===== config.mk =====
export PLATFORM = sky130hd
export DESIGN_NAME = rv_fetch_top
export DESIGN_NICKNAME = d
export VERILOG_FILES = /design/src/hdl/rv_fetch_pkg.sv /design/src/hdl/fetch_if.sv /design/src/hdl/md_if.sv /design/src/hdl/fetch_port.sv /design/src/hdl/inst_classify.sv /design/src/hdl/muldiv_unit.sv /design/src/hdl/pc_sequencer.sv /design/src/hdl/rv_fetch_top.sv
export SDC_FILE = /design/constraint.sdc
export NUM_CORES = 1
export LEC_CHECK = 0
export BUFFER_PORTS_ARGS = -buffer_cell sky130_fd_sc_hd__buf_2
export CAP_MARGIN = 20
export CORE_UTILIZATION = 49
export DETAILED_ROUTE_END_ITERATION = 10
export HOLD_SLACK_MARGIN = 0.06
export PLACE_DENSITY_LB_ADDON = 0.12
export SLEW_MARGIN = 20
export SYNTH_ARGS = -nofsm -noshare
export SYNTH_HDL_FRONTEND = slang
export SYNTH_SLANG_ARGS = --single-unit

===== constraint.sdc =====
create_clock -name clk -period 26.4 [get_ports clk]
set_clock_uncertainty 0.2 [all_clocks]
set_input_delay 7.92 -clock clk [delete_from_list [all_inputs] [get_ports clk]]
set_output_delay 7.92 -clock clk [all_outputs]
set_load 0.005 [all_outputs]

===== src/hdl/rv_fetch_pkg.sv =====
`default_nettype none

package rv_fetch_pkg;

    // machine word and instruction word
    typedef logic [31:0] xlen_t;
    typedef logic [31:0] inst_t;

    // major opcodes
    localparam logic [6:0] OPC_OP   = 7'b0110011;
    localparam logic [6:0] OPC_JAL  = 7'b1101111;
    localparam logic [6:0] OPC_JALR = 7'b1100111;

    // M extension selectors
    localparam logic [6:0] F7_MULDIV = 7'b0000001;
    localparam logic [2:0] F3_MUL    = 3'b000;
    localparam logic [2:0] F3_DIVU   = 3'b101;
    localparam logic [2:0] F3_REMU   = 3'b111;

    typedef enum logic [1:0] {
        MD_MUL,
        MD_DIVU,
        MD_REMU
    } md_op_t;

    typedef enum logic [1:0] {
        KIND_PLAIN,
        KIND_MULDIV,
        KIND_JUMP
    } inst_kind_t;

    // sequencer states, one instruction per pass
    typedef enum logic [2:0] {
        S_FETCH,
        S_WAIT_INST,
        S_MD_REQ,
        S_MD_DROP,
        S_NEXT
    } seq_state_t;

endpackage

`default_nettype wire


===== src/hdl/fetch_if.sv =====
`timescale 1ns/100ps
`default_nettype none

interface fetch_if;

    logic                fetch_start;
    rv_fetch_pkg::xlen_t fetch_addr;
    rv_fetch_pkg::inst_t fetch_inst;
    logic                fetch_done;

    modport seq (
        output fetch_start,
        output fetch_addr,
        input  fetch_inst,
        input  fetch_done
    );

    modport port (
        input  fetch_start,
        input  fetch_addr,
        output fetch_inst,
        output fetch_done
    );

endinterface

`default_nettype wire


===== src/hdl/md_if.sv =====
`timescale 1ns/100ps
`default_nettype none

// four-phase req/ack link to the multiply/divide unit
interface md_if;

    logic                 md_req;
    rv_fetch_pkg::md_op_t md_op;
    rv_fetch_pkg::xlen_t  md_a;
    rv_fetch_pkg::xlen_t  md_b;
    logic                 md_ack;
    rv_fetch_pkg::xlen_t  md_result;

    modport seq (
        output md_req,
        output md_op,
        output md_a,
        output md_b,
        input  md_ack,
        input  md_result
    );

    modport unit (
        input  md_req,
        input  md_op,
        input  md_a,
        input  md_b,
        output md_ack,
        output md_result
    );

endinterface

`default_nettype wire


===== src/hdl/fetch_port.sv =====
`timescale 1ns/100ps
`default_nettype none

module fetch_port (
    input  wire                         clk,
    input  wire                         rst_n,
    input  wire                         imem_ack,
    input  wire rv_fetch_pkg::inst_t    imem_rdata,
    output logic                        imem_req,
    output rv_fetch_pkg::xlen_t         imem_addr,
    fetch_if.port                       fch
);

    typedef enum logic [1:0] {
        P_IDLE,
        P_REQ,
        P_DROP
    } port_state_t;

    port_state_t state;

    always_ff @(posedge clk or negedge rst_n) begin
        if (!rst_n) begin
            state          <= P_IDLE;
            imem_req       <= 1'b0;
            fch.fetch_done <= 1'b0;
        end else begin
            fch.fetch_done <= 1'b0;
            case (state)
                P_IDLE: begin
                    if (fch.fetch_start) begin
                        imem_req <= 1'b1;
                        state    <= P_REQ;
                    end
                end
                P_REQ: begin
                    // data is taken together with the ack
                    if (imem_ack) begin
                        imem_req <= 1'b0;
                        state    <= P_DROP;
                    end
                end
                P_DROP: begin
                    // bus idle again before the sequencer moves on
                    if (!imem_ack) begin
                        fch.fetch_done <= 1'b1;
                        state          <= P_IDLE;
                    end
                end
                default: state <= P_IDLE;
            endcase
        end
    end

    always_ff @(posedge clk) begin
        if (state == P_IDLE && fch.fetch_start) begin
            imem_addr <= fch.fetch_addr;
        end
        if (state == P_REQ && imem_ack) begin
            fch.fetch_inst <= imem_rdata;
        end
    end

    a_addr_stable: assert property (
        @(posedge clk) disable iff (!rst_n)
        imem_req |=> !imem_req || $stable(imem_addr)
    );

    // memory must have finished the previous handshake
    a_no_req_on_ack: assert property (
        @(posedge clk) disable iff (!rst_n)
        $rose(imem_req) |-> !imem_ack
    );

endmodule

`default_nettype wire


===== src/hdl/inst_classify.sv =====
`timescale 1ns/100ps
`default_nettype none

module inst_classify (
    input  wire rv_fetch_pkg::inst_t    inst,
    input  wire rv_fetch_pkg::xlen_t    pc,
    input  wire rv_fetch_pkg::xlen_t    rs1_data,
    output rv_fetch_pkg::inst_kind_t    kind,
    output rv_fetch_pkg::md_op_t        md_op,
    output rv_fetch_pkg::xlen_t         jump_target
);

    logic [6:0]          opcode;
    logic [2:0]          funct3;
    logic [6:0]          funct7;
    rv_fetch_pkg::xlen_t j_imm;
    rv_fetch_pkg::xlen_t i_imm;
    rv_fetch_pkg::xlen_t jal_target;
    rv_fetch_pkg::xlen_t jalr_target;

    assign opcode = inst[6:0];
    assign funct3 = inst[14:12];
    assign funct7 = inst[31:25];

    // J-type immediate is scrambled in the encoding
    assign j_imm = {{11{inst[31]}}, inst[31], inst[19:12], inst[20], inst[30:21], 1'b0};
    assign i_imm = {{20{inst[31]}}, inst[31:20]};

    assign jal_target  = pc + j_imm;
    // jalr clears bit 0 of the sum
    assign jalr_target = (rs1_data + i_imm) & ~32'h1;

    assign jump_target = (opcode == rv_fetch_pkg::OPC_JALR) ? jalr_target : jal_target;

    always_comb begin
        kind  = rv_fetch_pkg::KIND_PLAIN;
        md_op = rv_fetch_pkg::MD_MUL;
        case (opcode)
            rv_fetch_pkg::OPC_OP: begin
                if (funct7 == rv_fetch_pkg::F7_MULDIV) begin
                    case (funct3)
                        rv_fetch_pkg::F3_MUL: begin
                            kind  = rv_fetch_pkg::KIND_MULDIV;
                            md_op = rv_fetch_pkg::MD_MUL;
                        end
                        rv_fetch_pkg::F3_DIVU: begin
                            kind  = rv_fetch_pkg::KIND_MULDIV;
                            md_op = rv_fetch_pkg::MD_DIVU;
                        end
                        rv_fetch_pkg::F3_REMU: begin
                            kind  = rv_fetch_pkg::KIND_MULDIV;
                            md_op = rv_fetch_pkg::MD_REMU;
                        end
                        // mulh and signed divide fall through as plain
                        default: kind = rv_fetch_pkg::KIND_PLAIN;
                    endcase
                end
            end
            rv_fetch_pkg::OPC_JAL:  kind = rv_fetch_pkg::KIND_JUMP;
            rv_fetch_pkg::OPC_JALR: kind = rv_fetch_pkg::KIND_JUMP;
            default:                kind = rv_fetch_pkg::KIND_PLAIN;
        endcase
    end

endmodule

`default_nettype wire


===== src/hdl/muldiv_unit.sv =====
`timescale 1ns/100ps
`default_nettype none

module muldiv_unit #(
    parameter int MD_ITER = 32
) (
    input  wire  clk,
    input  wire  rst_n,
    md_if.unit   md
);

    localparam int CNT_W = $clog2(MD_ITER + 1);

    typedef enum logic [1:0] {
        U_IDLE,
        U_RUN,
        U_DONE,
        U_ACK
    } unit_state_t;

    unit_state_t          state;
    logic [CNT_W-1:0]     cnt;
    rv_fetch_pkg::md_op_t op_q;
    // acc is product or partial remainder
    rv_fetch_pkg::xlen_t  acc;
    // opa is shifted multiplicand or dividend/quotient
    rv_fetch_pkg::xlen_t  opa;
    // opb is multiplier or divisor
    rv_fetch_pkg::xlen_t  opb;
    logic [32:0]          trial;

    assign trial = {acc, opa[31]};

    always_ff @(posedge clk or negedge rst_n) begin
        if (!rst_n) begin
            state     <= U_IDLE;
            cnt       <= '0;
            md.md_ack <= 1'b0;
        end else begin
            case (state)
                U_IDLE: begin
                    if (md.md_req && !md.md_ack) begin
                        cnt   <= '0;
                        state <= U_RUN;
                    end
                end
                U_RUN: begin
                    if (cnt == CNT_W'(MD_ITER - 1)) begin
                        state <= U_DONE;
                    end else begin
                        cnt <= cnt + 1'b1;
                    end
                end
                U_DONE: begin
                    md.md_ack <= 1'b1;
                    state     <= U_ACK;
                end
                U_ACK: begin
                    if (!md.md_req) begin
                        md.md_ack <= 1'b0;
                        state     <= U_IDLE;
                    end
                end
                default: state <= U_IDLE;
            endcase
        end
    end

    always_ff @(posedge clk) begin
        case (state)
            U_IDLE: begin
                op_q <= md.md_op;
                acc  <= '0;
                opa  <= md.md_a;
                opb  <= md.md_b;
            end
            U_RUN: begin
                if (op_q == rv_fetch_pkg::MD_MUL) begin
                    if (opb[0]) begin
                        acc <= acc + opa;
                    end
                    opa <= opa << 1;
                    opb <= opb >> 1;
                end else if (trial >= {1'b0, opb}) begin
                    // a zero divisor always subtracts, leaving all ones and the dividend
                    acc <= trial[31:0] - opb;
                    opa <= {opa[30:0], 1'b1};
                end else begin
                    acc <= trial[31:0];
                    opa <= {opa[30:0], 1'b0};
                end
            end
            U_DONE: begin
                md.md_result <= (op_q == rv_fetch_pkg::MD_DIVU) ? opa : acc;
            end
            default: ;
        endcase
    end

    // operands have to stay put for the whole request
    a_operands_stable: assert property (
        @(posedge clk) disable iff (!rst_n)
        md.md_req |=> !md.md_req ||
            ($stable(md.md_op) && $stable(md.md_a) && $stable(md.md_b))
    );

endmodule

`default_nettype wire


===== src/hdl/pc_sequencer.sv =====
`timescale 1ns/100ps
`default_nettype none

module pc_sequencer #(
    parameter rv_fetch_pkg::xlen_t RESET_PC = 32'h8000_0000
) (
    input  wire                             clk,
    input  wire                             rst_n,
    input  wire rv_fetch_pkg::inst_kind_t   kind,
    input  wire rv_fetch_pkg::xlen_t        jump_target,
    input  wire rv_fetch_pkg::md_op_t       md_op_in,
    input  wire rv_fetch_pkg::xlen_t        rs1_data,
    input  wire rv_fetch_pkg::xlen_t        rs2_data,
    output rv_fetch_pkg::xlen_t             pc,
    output logic                            retire_valid,
    output rv_fetch_pkg::xlen_t             retire_pc,
    output rv_fetch_pkg::inst_t             retire_inst,
    output rv_fetch_pkg::inst_kind_t        retire_kind,
    output rv_fetch_pkg::xlen_t             md_result,
    fetch_if.seq                            fch,
    md_if.seq                               md
);

    rv_fetch_pkg::seq_state_t state;
    rv_fetch_pkg::xlen_t      pc_next_q;
    logic                     inst_done;

    assign inst_done = (state == rv_fetch_pkg::S_WAIT_INST) && fch.fetch_done;

    // one-cycle start, pc doubles as the fetch address
    assign fch.fetch_start = (state == rv_fetch_pkg::S_FETCH);
    assign fch.fetch_addr  = pc;

    always_ff @(posedge clk or negedge rst_n) begin
        if (!rst_n) begin
            state        <= rv_fetch_pkg::S_FETCH;
            pc           <= RESET_PC;
            retire_valid <= 1'b0;
            md.md_req    <= 1'b0;
        end else begin
            retire_valid <= 1'b0;
            case (state)
                rv_fetch_pkg::S_FETCH: begin
                    state <= rv_fetch_pkg::S_WAIT_INST;
                end
                rv_fetch_pkg::S_WAIT_INST: begin
                    if (fch.fetch_done) begin
                        if (kind == rv_fetch_pkg::KIND_MULDIV) begin
                            md.md_req <= 1'b1;
                            state     <= rv_fetch_pkg::S_MD_REQ;
                        end else begin
                            state <= rv_fetch_pkg::S_NEXT;
                        end
                    end
                end
                rv_fetch_pkg::S_MD_REQ: begin
                    if (md.md_ack) begin
                        md.md_req <= 1'b0;
                        state     <= rv_fetch_pkg::S_MD_DROP;
                    end
                end
                rv_fetch_pkg::S_MD_DROP: begin
                    // unit must be idle before the next request can go out
                    if (!md.md_ack) begin
                        state <= rv_fetch_pkg::S_NEXT;
                    end
                end
                rv_fetch_pkg::S_NEXT: begin
                    pc           <= pc_next_q;
                    retire_valid <= 1'b1;
                    state        <= rv_fetch_pkg::S_FETCH;
                end
                default: state <= rv_fetch_pkg::S_FETCH;
            endcase
        end
    end

    always_ff @(posedge clk) begin
        if (inst_done) begin
            // next pc chosen here, held until S_NEXT
            if (kind == rv_fetch_pkg::KIND_JUMP) begin
                pc_next_q <= jump_target;
            end else begin
                pc_next_q <= pc + 32'd4;
            end
            retire_pc   <= pc;
            retire_inst <= fch.fetch_inst;
            retire_kind <= kind;
            md.md_op    <= md_op_in;
            md.md_a     <= rs1_data;
            md.md_b     <= rs2_data;
        end
        if (state == rv_fetch_pkg::S_MD_REQ && md.md_ack) begin
            md_result <= md.md_result;
        end
    end

endmodule

`default_nettype wire


===== src/hdl/rv_fetch_top.sv =====
`timescale 1ns/100ps
`default_nettype none

module rv_fetch_top #(
    parameter rv_fetch_pkg::xlen_t RESET_PC = 32'h8000_0000,
    parameter int                  MD_ITER  = 32
) (
    input  wire                             clk,
    input  wire                             rst_n,
    input  wire                             imem_ack,
    input  wire rv_fetch_pkg::inst_t        imem_rdata,
    input  wire rv_fetch_pkg::xlen_t        rs1_data,
    input  wire rv_fetch_pkg::xlen_t        rs2_data,
    output logic                            imem_req,
    output rv_fetch_pkg::xlen_t             imem_addr,
    output logic                            retire_valid,
    output rv_fetch_pkg::xlen_t             retire_pc,
    output rv_fetch_pkg::inst_t             retire_inst,
    output rv_fetch_pkg::inst_kind_t        retire_kind,
    output rv_fetch_pkg::xlen_t             md_result
);

    rv_fetch_pkg::xlen_t      pc;
    rv_fetch_pkg::inst_kind_t kind;
    rv_fetch_pkg::md_op_t     md_op;
    rv_fetch_pkg::xlen_t      jump_target;

    fetch_if fch_bus ();
    md_if    md_bus ();

    pc_sequencer #(
        .RESET_PC (RESET_PC)
    ) u_seq (
        .clk          (clk),
        .rst_n        (rst_n),
        .kind         (kind),
        .jump_target  (jump_target),
        .md_op_in     (md_op),
        .rs1_data     (rs1_data),
        .rs2_data     (rs2_data),
        .pc           (pc),
        .retire_valid (retire_valid),
        .retire_pc    (retire_pc),
        .retire_inst  (retire_inst),
        .retire_kind  (retire_kind),
        .md_result    (md_result),
        .fch          (fch_bus.seq),
        .md           (md_bus.seq)
    );

    fetch_port u_fetch (
        .clk        (clk),
        .rst_n      (rst_n),
        .imem_ack   (imem_ack),
        .imem_rdata (imem_rdata),
        .imem_req   (imem_req),
        .imem_addr  (imem_addr),
        .fch        (fch_bus.port)
    );

    // decode works on the word held by the fetch port
    inst_classify u_classify (
        .inst        (fch_bus.fetch_inst),
        .pc          (pc),
        .rs1_data    (rs1_data),
        .kind        (kind),
        .md_op       (md_op),
        .jump_target (jump_target)
    );

    muldiv_unit #(
        .MD_ITER (MD_ITER)
    ) u_muldiv (
        .clk   (clk),
        .rst_n (rst_n),
        .md    (md_bus.unit)
    );

endmodule

`default_nettype wire


# [Word-level counts from Yosys, hierarchy flattened]
# Cells that the tools add are included.
[word_totals] reg_bits=440 in_bits=99 output_inout_bits=132 elab_cells=135
[op_classes] n_addsub=6 magnitude_cmp=1 eq_ne=32 n_mux=44 reduce_logical=27
[op_table] op="$mux 32" count=7
[op_table] op="$pmux 32 s2" count=3
[op_table] op="$add 32x32->32" count=3
[op_table] op="$ge 33x32->1" count=1
[op_table] op="$add 32x3->32 const B" count=1
[op_table] op="$sub 32x32->32" count=1
[op_table] op="$reduce_and 3->1" count=5
[op_table] op="$eq 7x7->1 const B" count=2
[op_table] op="$mux 2" count=7
[op_table] op="$mux 1" count=12
[op_table] op="$mux 3" count=4
[op_table] op="$mux 6" count=2
[op_table] op="$ne 2x1->1 const B" count=6
[op_table] op="$ne 2x2->1 const B" count=6
[op_table] op="$pmux 3 s4" count=1
[op_table] op="$pmux 6 s2" count=1
[op_table] op="$eq 3x3->1 const B" count=3
[op_table] op="$eq 2x1->1 const B" count=4
[op_table] op="$eq 2x2->1 const B" count=4
[op_table] op="$pmux 2 s2" count=2
[op_table] op="$pmux 2 s4" count=1
[op_table] op="$reduce_and 2->1" count=4
[op_table] op="$reduce_bool 2->1" count=4
[op_table] op="$eq 7x1->1 const B" count=1
[op_table] op="other kinds (15)" count=25

# [Logic depth before layout (Yosys ltp)]
# Gate-level depths: netlist of the first run.
[depth] ltp_word=9 depth_mapped=15

# [Cells and area by module]
# From an unflattened synthesis of the first run, not the netlist that was laid out.
[hier_totals] cells_unflattened=2027 area_unflattened_um2=23899.2
[modules_own_cells] module="muldiv_unit" n_inst=1 cells_per_inst=924 area_each_um2=9756.9
[modules_own_cells] module="pc_sequencer" n_inst=1 cells_per_inst=483 area_each_um2=8425.6
[modules_own_cells] module="inst_classify" n_inst=1 cells_per_inst=539 area_each_um2=3629.7
[modules_own_cells] module="fetch_port" n_inst=1 cells_per_inst=81 area_each_um2=2087.0

# [Worst setup path before layout of the first run]
# OpenSTA, ideal clock, no wires.
[synth_timing] path_type="input port to flip-flop" start="input rs1_data[3]" end="register u_seq.pc_next_q[21], data pin" t_arrival_ns=10.228 path_slack_ns=15.706 stages=11 cell_sequence="ha_1 -> or2_2 -> a2111oi_0 -> or4_4 -> a211o_1 -> a21oi_1 -> o41ai_1 -> xor2_1 -> nand2_1 -> o211ai_1 -> o21ai_0"
[synth_between] elab_chain_len=3
[synth_lines] element="start: declaration" line="rv_fetch_top.sv:12" text="input wire rv_fetch_pkg::xlen_t rs1_data,"
[synth_lines] element="$add 32x32->32" line="inst_classify.sv:31" text="assign jalr_target = (rs1_data + i_imm) & ~32'h1;"
[synth_lines] element="$mux 32" line="inst_classify.sv:33" text="assign jump_target = (opcode == rv_fetch_pkg::OPC_JALR) ? jalr_target : jal_target;"
[synth_lines] element="$mux 32" line="pc_sequencer.sv:81" text="if (kind == rv_fetch_pkg::KIND_JUMP) begin"
[synth_lines] element="end signal: assignment" line="pc_sequencer.sv:82" text="pc_next_q <= jump_target;"
[synth_lines] element="end signal: assignment" line="pc_sequencer.sv:84" text="pc_next_q <= pc + 32'd4;"
[synth_lines] element="end: declaration" line="pc_sequencer.sv:25" text="rv_fetch_pkg::xlen_t pc_next_q;"
# Every way passes these cells.
# A chain may end at the register's enable or synchronous reset.

# [Worst setup path in the final report of the first run]
# Ends and elaborated chain as after synthesis.

==> results of run 1 <==
[per-stage QoR]
step | worst slack (ns) | utilization (%) | instance area (sq um) | instances | hold WS, ns
2_1_floorplan | 15.71 | - | 23200 | 1912 | 0.200
3_3_place_gp | 15.20 | 53.8 | 25000 | 2704 | 0.201
3_5_place_dp | 15.09 | 53.8 | 25000 | 2704 | 0.205
4_1_cts | 15.73 | 57.4 | 26700 | 2791 | 0.219
5_1_grt | 15.59 | 57.4 | 26700 | 2796 | 0.222
6_report | 15.74 | 57.4 | 26700 | 2796 | 0.219
[area by class of cell]
cell class                 instances  area, sq um  share of cell area (%)
antenna                            4         10.0                  0.0374
timing repair buffer             248         1300                    4.86
inverter                          67          251                   0.941
clock inverter                    20          304                    1.14
multi-input combinational       1343         9780                    36.6
sequential                       440        13000                    48.5
clock buffer                      67         1360                    5.10
tap                              607          759                    2.84
[worst max-delay path: stages]
cell       delay (ns)
buf_2            0.11
ha_1             0.31
or2_2            0.30
a2111oi_0        0.60
or4_4            0.28
a211o_1          0.18
a21oi_1          0.09
o41ai_1          0.49
xor2_1           0.20
nand2_1          0.07
o211ai_1         0.10
o21ai_0          0.10
[placed cells by master, fill, tap and decap left out, types with 8 or more instances in the layout]
cell	count
nor3_1	22
xnor2_1	72
mux2_2	125
edfxtp_1	390
a21boi_0	9
a31oi_1	23
buf_2	230
or2_2	8
o22ai_1	12
clkbuf_8	9
xor2_1	63
dfrtp_1	49
clkbuf_1	10
and3_1	20
clkbuf_16	48
a21o_1	63
o21ai_0	107
o211ai_1	22
nand2_1	139
buf_4	17
nand4_1	19
a211oi_1	24
nand2b_1	19
inv_1	67
o21bai_1	14
a311oi_1	8
and2_1	11
nor2_1	102
nor2b_1	24
o21a_1	15
ha_1	128
a21oi_1	143
nand3_1	36
[how the worst max path moves through the flow]
| stage | from | end | slack, ns | cells after the start |
|---|---|---|---|---|
| 6_report | rs1_data[3] | u_seq.pc_next_q[21]$_DFFE_PP_ | 15.74 | 12 |
| 5_1_grt | rs1_data[3] | u_seq.pc_next_q[25]$_DFFE_PP_ | 15.59 | 11 |
| 3_3_place_gp | rs1_data[3] | u_seq.pc_next_q[21]$_DFFE_PP_ | 15.20 | 12 |
| 4_1_cts | rs1_data[3] | u_seq.pc_next_q[21]$_DFFE_PP_ | 15.73 | 12 |
| 3_5_place_dp | rs1_data[3] | u_seq.pc_next_q[21]$_DFFE_PP_ | 15.09 | 12 |
| 2_1_floorplan | rs1_data[3] | u_seq.pc_next_q[21]$_DFFE_PP_ | 15.71 | 11 |
[power groups by stage]
stage | clock [uW] | combinational, uW | sequential (uW)
finish | 707 | 1470 | 1180
global route | 749 | 1640 | 1200
CTS | 724 | 1470 | 1180
detailed placement | 0 | 1450 | 1190
global placement | 0 | 1430 | 1190
floorplan | 0 | 1120 | 1140
[cell families after synthesis]
logic type	share of synthesized area, %
xor+xnor	5.10
fa+ha+maj	7.31
mux	6.29
simple gates	9.06
flops	55.9
compound gates	14.2
buf+inv	2.11
[state kept, by name, indices dropped and copies added, names as in the netlist, 6 cells and up]
signal and cells:
u_fetch.fch.fetch_inst 32, u_fetch.imem_addr 32, u_muldiv.acc 32, u_muldiv.md.md_result 32, u_muldiv.opa 32, u_muldiv.opb 32, u_seq.fch.fetch_addr 32, u_seq.md.md_a 32
u_seq.md.md_b 32, u_seq.md_result 32, u_seq.pc_next_q 32, u_seq.retire_inst 32, u_seq.retire_pc 32, u_muldiv.cnt 6
[cell usage after synthesis, drive strengths merged, types with 5 or more instances]
master and count:
a211o 7, a211oi 24, a21boi 9, a21o 63, a21oi 144, a221o 6, a221oi 8, a311oi 8
a31oi 23, and2 12, and3 21, and4 5, buf 9, clkbuf 53, dfrtp 49, edfxtp 390
ha 129, inv 67, mux2 125, mux2i 5, nand2 139, nand2b 19, nand3 36, nand4 19
nor2 104, nor2b 26, nor3 23, nor4 6, o211ai 23, o21a 15, o21ai 109, o21bai 14
o22ai 12, o41ai 7, or2 8, or3 7, xnor2 72, xor2 63
[per-layer routing]
metal,global-route usage [%],share of wire [%],vias up
li1,-,-,7746
met1,30.8,45,7622
met2,38.5,48,424
met3,3.82,4.8,98
met4,8.52,2.8,6
met5,0,0.066,-
==> impl_metrics.py, run 1 <==
metrics = {
    "outcome": {
        "status": "finished clean",
    },
    "power": {
        "p_clk_share_pct": 21.0,
        "sequentialPowerShare_pct": 35.1,
        "p_leak_uw": 0.0107,
        "power.total_uw": 3360,
        "switching_power_uw": 1280,
        "power_density_mw_per_mm2": 126,
        "combPwrFrac_pct": 43.9,
        "irDropWorstVdd_mv": 0.0798,
        "switching_share_pct": 38.2,
        "intPower_uw": 2080,
    },
    "setup_path": {
        "r2r-end": "u_seq.pc_next_q[25]$_DFFE_PP_",
        "reg2regPathDepth": 12,
        "r2r-start": "u_seq.fch.fetch_addr[2]$_DFFE_PN0P_",
        "cp-end-kind": "flop",
        "critical_path_peak_fanout": 4,
        "critPathArrivalTime_ns": 10.76,
        "crit_type": "input port to flop",
        "critPathLaunchType": "input port",
        "worstPathRequired_ns": 26.50,
        "timing.reg2reg.setup_slack_ns": 22.25,
    },
    "cells_and_area": {
        "fillers": 3881,
        "syn_to_final_growth_pct": 15.4,
        "finalNetCount": 2380,
        "final_layout_size_suffix_gt1_share_pct": 21.8,
    },
    "detailed_routing": {
        "wl_mm": 55.7,
        "dr.first_iter.drc_count": 985,
        "drc": 0,
        "final_antenna_net_count": 0,
        "wire_per_inst_um": 19.9,
        "routed_via_density": 5.69,
        "drtPass1Iterations": 5,
        "vias": 15900,
    },
    "timing": {
        "hold_viol_final": 0,
        "finalSetupViolCount": 0,
        "tns_ns": 0,
        "report.final.slew_viol_count": 0,
        "worstMarginPinSlew_ns": 1.09,
        "period_minus_slack_ns": 10.66,
        "fin_crit_sh_pct": 40.4,
        "slew_headroom_pct": 27.0,
        "timing.fmax_mhz": 93.8,
        "rsz0062_at_grt": "no",
    },
    "synth": {
        "synth_area_sq_mm": 0.0232,
        "syn_avg_cell_area_sq_um": 12.1,
        "ys_seq_elements": 440,
        "yosys_warnings": 0,
        "synth_cell_types": 75,
        "synthDominantAreaCellType": "edfxtp_1",
        "post_synth_main_area_contributors": "edfxtp_1 (51%), ha_1 (7.0%), mux2_2 (6.1%), dfrtp_1 (5.3%), a21oi_1 (3.1%)",
        "synth_edf_count": 390,
        "ys_seq_area_share_pct": 55.9,
        "syn-num-nets": 2144,
        "ys.flop_type": "edfxtp_1",
        "synth_top_area_share_pct": 50.5,
        "synthArstFlopShare_pct": 11.4,
        "postSynthCellCount": 1912,
    },
    "floorplanning": {
        "die_area_sq_mm": 0.0482,
        "die_width_um": 219,
        "start_util_pct": 49.8,
        "die-height_um": 219,
        "core_sq_mm": 0.0466,
        "pin_count": 231,
        "std_cell_rows": 79,
    },
    "place": {
        "gp_congestion": 0.890,
        "dp_hpwl_mm": 39.8,
        "numPortBuffers": 230,
    },
    "min_path": {
        "worstHoldStart": "u_muldiv.md.md_result[13]$_DFFE_PP_",
        "hold_depth": 0,
        "hold_path_class": "flop to flop",
        "holdPathEnd": "u_seq.md_result[13]$_DFFE_PP_",
    },
    "grt": {
        "grt-ovfl-total": 0,
        "grtUsageTotal_pct": 23.3,
        "antenna_found_initial": 7,
        "grt_max_degree": 78,
        "grt_pass1_wl_mm": 86.9,
        "grt_pass1_vias": 16100,
    },
    "cts": {
        "cts_tree": "done",
        "ctsHoldBuffers": 0,
        "post_cts_buffers": 0,
        "clock_latency_ns": 0.59,
        "clk_pin_slew_ns": 0.06,
        "cts_buffers": 48,
        "clockBufferDepth": 3,
        "post_cts_resized": 0,
        "root_buffer": "clkbuf_16",
        "cts_sinks": 440,
        "cts_max_level": 2,
    },
    "job": {
        "max_cap_viol_count": 0,
    },
}
No activity file was read; power rests on OpenSTA's default activity.
==> run 2: changes to the inputs <==
==> constraint.sdc (replaced) <==
create_clock -name clk -period 10.6 [get_ports clk]
set_clock_uncertainty 0.2 [all_clocks]
set_input_delay 3.18 -clock clk [delete_from_list [all_inputs] [get_ports clk]]
set_output_delay 3.18 -clock clk [all_outputs]
set_load 0.005 [all_outputs]
==> impl_metrics.py, run 2 (same netlist as run 1, synthesis figures left out) <==
metrics = {
    "cells_and_area": {
        "final_util_pct": 57.4,
        "syn_to_final_growth_pct": 15.3,
        "finalNetCount": 2381,
        "final_common_cell": "edfxtp_1",
        "layout_common_cells": "edfxtp_1 (390), buf_2 (230), a21oi_1 (143)",
        "instances_no_fill": 2796,
        "final_layout_size_suffix_gt1_share_pct": 21.9,
    },
    "timing": {
        "rsz0062_at_grt": "no",
        "slew_headroom_pct": 31.6,
        "fin_crit_sh_pct": 55.7,
        "report.final.slew_viol_count": 0,
        "tns_ns": 0,
        "worstMarginPinSlew_ns": 1.02,
        "period_minus_slack_ns": 5.91,
        "hold_viol_final": 0,
        "finalSetupViolCount": 0,
        "timing.fmax_mhz": 169,
        "hold_slack_ns": 0.220,
    },
    "setup_path": {
        "critical_path_peak_fanout": 4,
        "critPathArrivalTime_ns": 6.02,
        "cp-end-kind": "flop",
        "startpoint": "rs1_data[3]",
        "r2r-end": "u_seq.pc_next_q[25]$_DFFE_PP_",
        "reg2regPathDepth": 12,
        "worstPathRequired_ns": 10.71,
        "timing.reg2reg.setup_slack_ns": 6.46,
        "r2r-start": "u_seq.fch.fetch_addr[2]$_DFFE_PN0P_",
        "critPathLaunchType": "input port",
        "crit_type": "input port to flop",
    },
    "grt": {
        "antenna_found_initial": 4,
        "grtUsageTotal_pct": 23.3,
        "grt_pass1_wl_mm": 87.0,
        "grt-ovfl-total": 0,
        "grt_pass1_vias": 16100,
        "grt_max_degree": 78,
    },
    "cts": {
        "ctsHoldBuffers": 0,
        "clock_latency_ns": 0.60,
        "cts_max_level": 2,
        "post_cts_resized": 0,
        "cts_sinks": 440,
        "cts_tree": "done",
        "clockBufferDepth": 3,
        "clk_pin_slew_ns": 0.06,
        "post_cts_buffers": 0,
        "cts_buffers": 48,
        "root_buffer": "clkbuf_16",
    },
    "outcome": {
        "status": "finished clean",
    },
    "floorplanning": {
        "std_cell_rows": 79,
        "die-height_um": 219,
        "pin_count": 231,
        "core_sq_mm": 0.0466,
        "die_area_sq_mm": 0.0482,
        "die_width_um": 219,
        "start_util_pct": 49.8,
    },
    "power": {
        "irDropWorstVdd_mv": 0.178,
        "power_density_mw_per_mm2": 313,
        "switching_share_pct": 38.5,
        "combPwrFrac_pct": 44.1,
        "p_clk_share_pct": 20.8,
        "intPower_uw": 5150,
        "sequentialPowerShare_pct": 35.1,
        "switching_power_uw": 3220,
        "p_leak_uw": 0.0107,
    },
    "job": {
        "max_cap_viol_count": 0,
    },
    "min_path": {
        "hold_depth": 0,
        "holdPathEnd": "u_seq.retire_inst[8]$_DFFE_PP_",
        "hold_path_class": "flop to flop",
        "worstHoldStart": "u_fetch.fch.fetch_inst[8]$_DFFE_PP_",
    },
    "detailed_routing": {
        "routed_via_density": 5.76,
        "wire_per_inst_um": 20.0,
        "final_antenna_net_count": 0,
        "drtPass1Iterations": 7,
        "dr.first_iter.drc_count": 1052,
        "wl_mm": 55.8,
        "drc": 0,
        "vias": 16100,
    },
    "place": {
        "dpl.cell_count": 2704,
        "dp_hpwl_mm": 39.9,
        "gp_congestion": 0.890,
        "numPortBuffers": 230,
    },
}
==> run 2: changes by cell type in the layout (fill, tap and decap cells not counted), sizes merged <==
cell	change
clkinv	+11
clkinvlp	+4
diode	-3
buf	+1
clkbuf	-13
==> run 2: area by class of cell <==
class	count	area (sq um)
multi-input cells	1343	9780
fillers	3807	19800
inverters	67	251
flip-flops and latches	440	13000
clock buffers	54	1250
repair buffers	249	1330
diodes	1	2.50
well taps	607	759
clock inverters	35	389
==> run 2: stage by stage <==
stage / worst slack (ns) / area [sq um] / power [uW]
after floorplan: 1.80 / 23200 / 5630
after global placement: 4.14 / 25000 / 6520
after detailed placement: 4.07 / 25000 / 6590
after CTS: 4.71 / 26700 / 8370
after global routing: 4.49 / 26700 / 8930
final: 4.69 / 26700 / 8370
==> run 2: power by group through the flow <==
stage                     Combinational (uW)  Clock [uW]  Sequential (uW)
after floorplan                         2800           0             2840
after global placement                  3560           0             2950
after detailed placement                3620           0             2970
after CTS                               3650        1780             2940
after global routing                    4090        1840             2990
final                                   3690        1740             2940
==> run 2: per-layer routing <==
metal  up-vias  wire length, um  GRT usage, %
li1       7733                -             -
met1      7804            24700          30.8
met2       461            26400          38.5
met3       108             3000          3.85
met4         6             1680          8.29
met5         -               36             0
==> run 2: worst max path at each step <==
stage                                               end
final                     u_seq.pc_next_q[21]$_DFFE_PP_
after global routing      u_seq.pc_next_q[21]$_DFFE_PP_
after CTS                 u_seq.pc_next_q[21]$_DFFE_PP_
after detailed placement  u_seq.pc_next_q[21]$_DFFE_PP_
after global placement    u_seq.pc_next_q[21]$_DFFE_PP_
after floorplan              u_seq.md.md_a[0]$_DFFE_PP_
==> run 2: critical path: stages <==
cell and delay, ns:
buf_2 0.11, ha_1 0.31, or2_2 0.30, a2111oi_0 0.58
or4_4 0.28, a211o_1 0.19, a21oi_1 0.10, o41ai_1 0.50
xor2_1 0.20, nand2_1 0.07, o211ai_1 0.10, o21ai_0 0.10
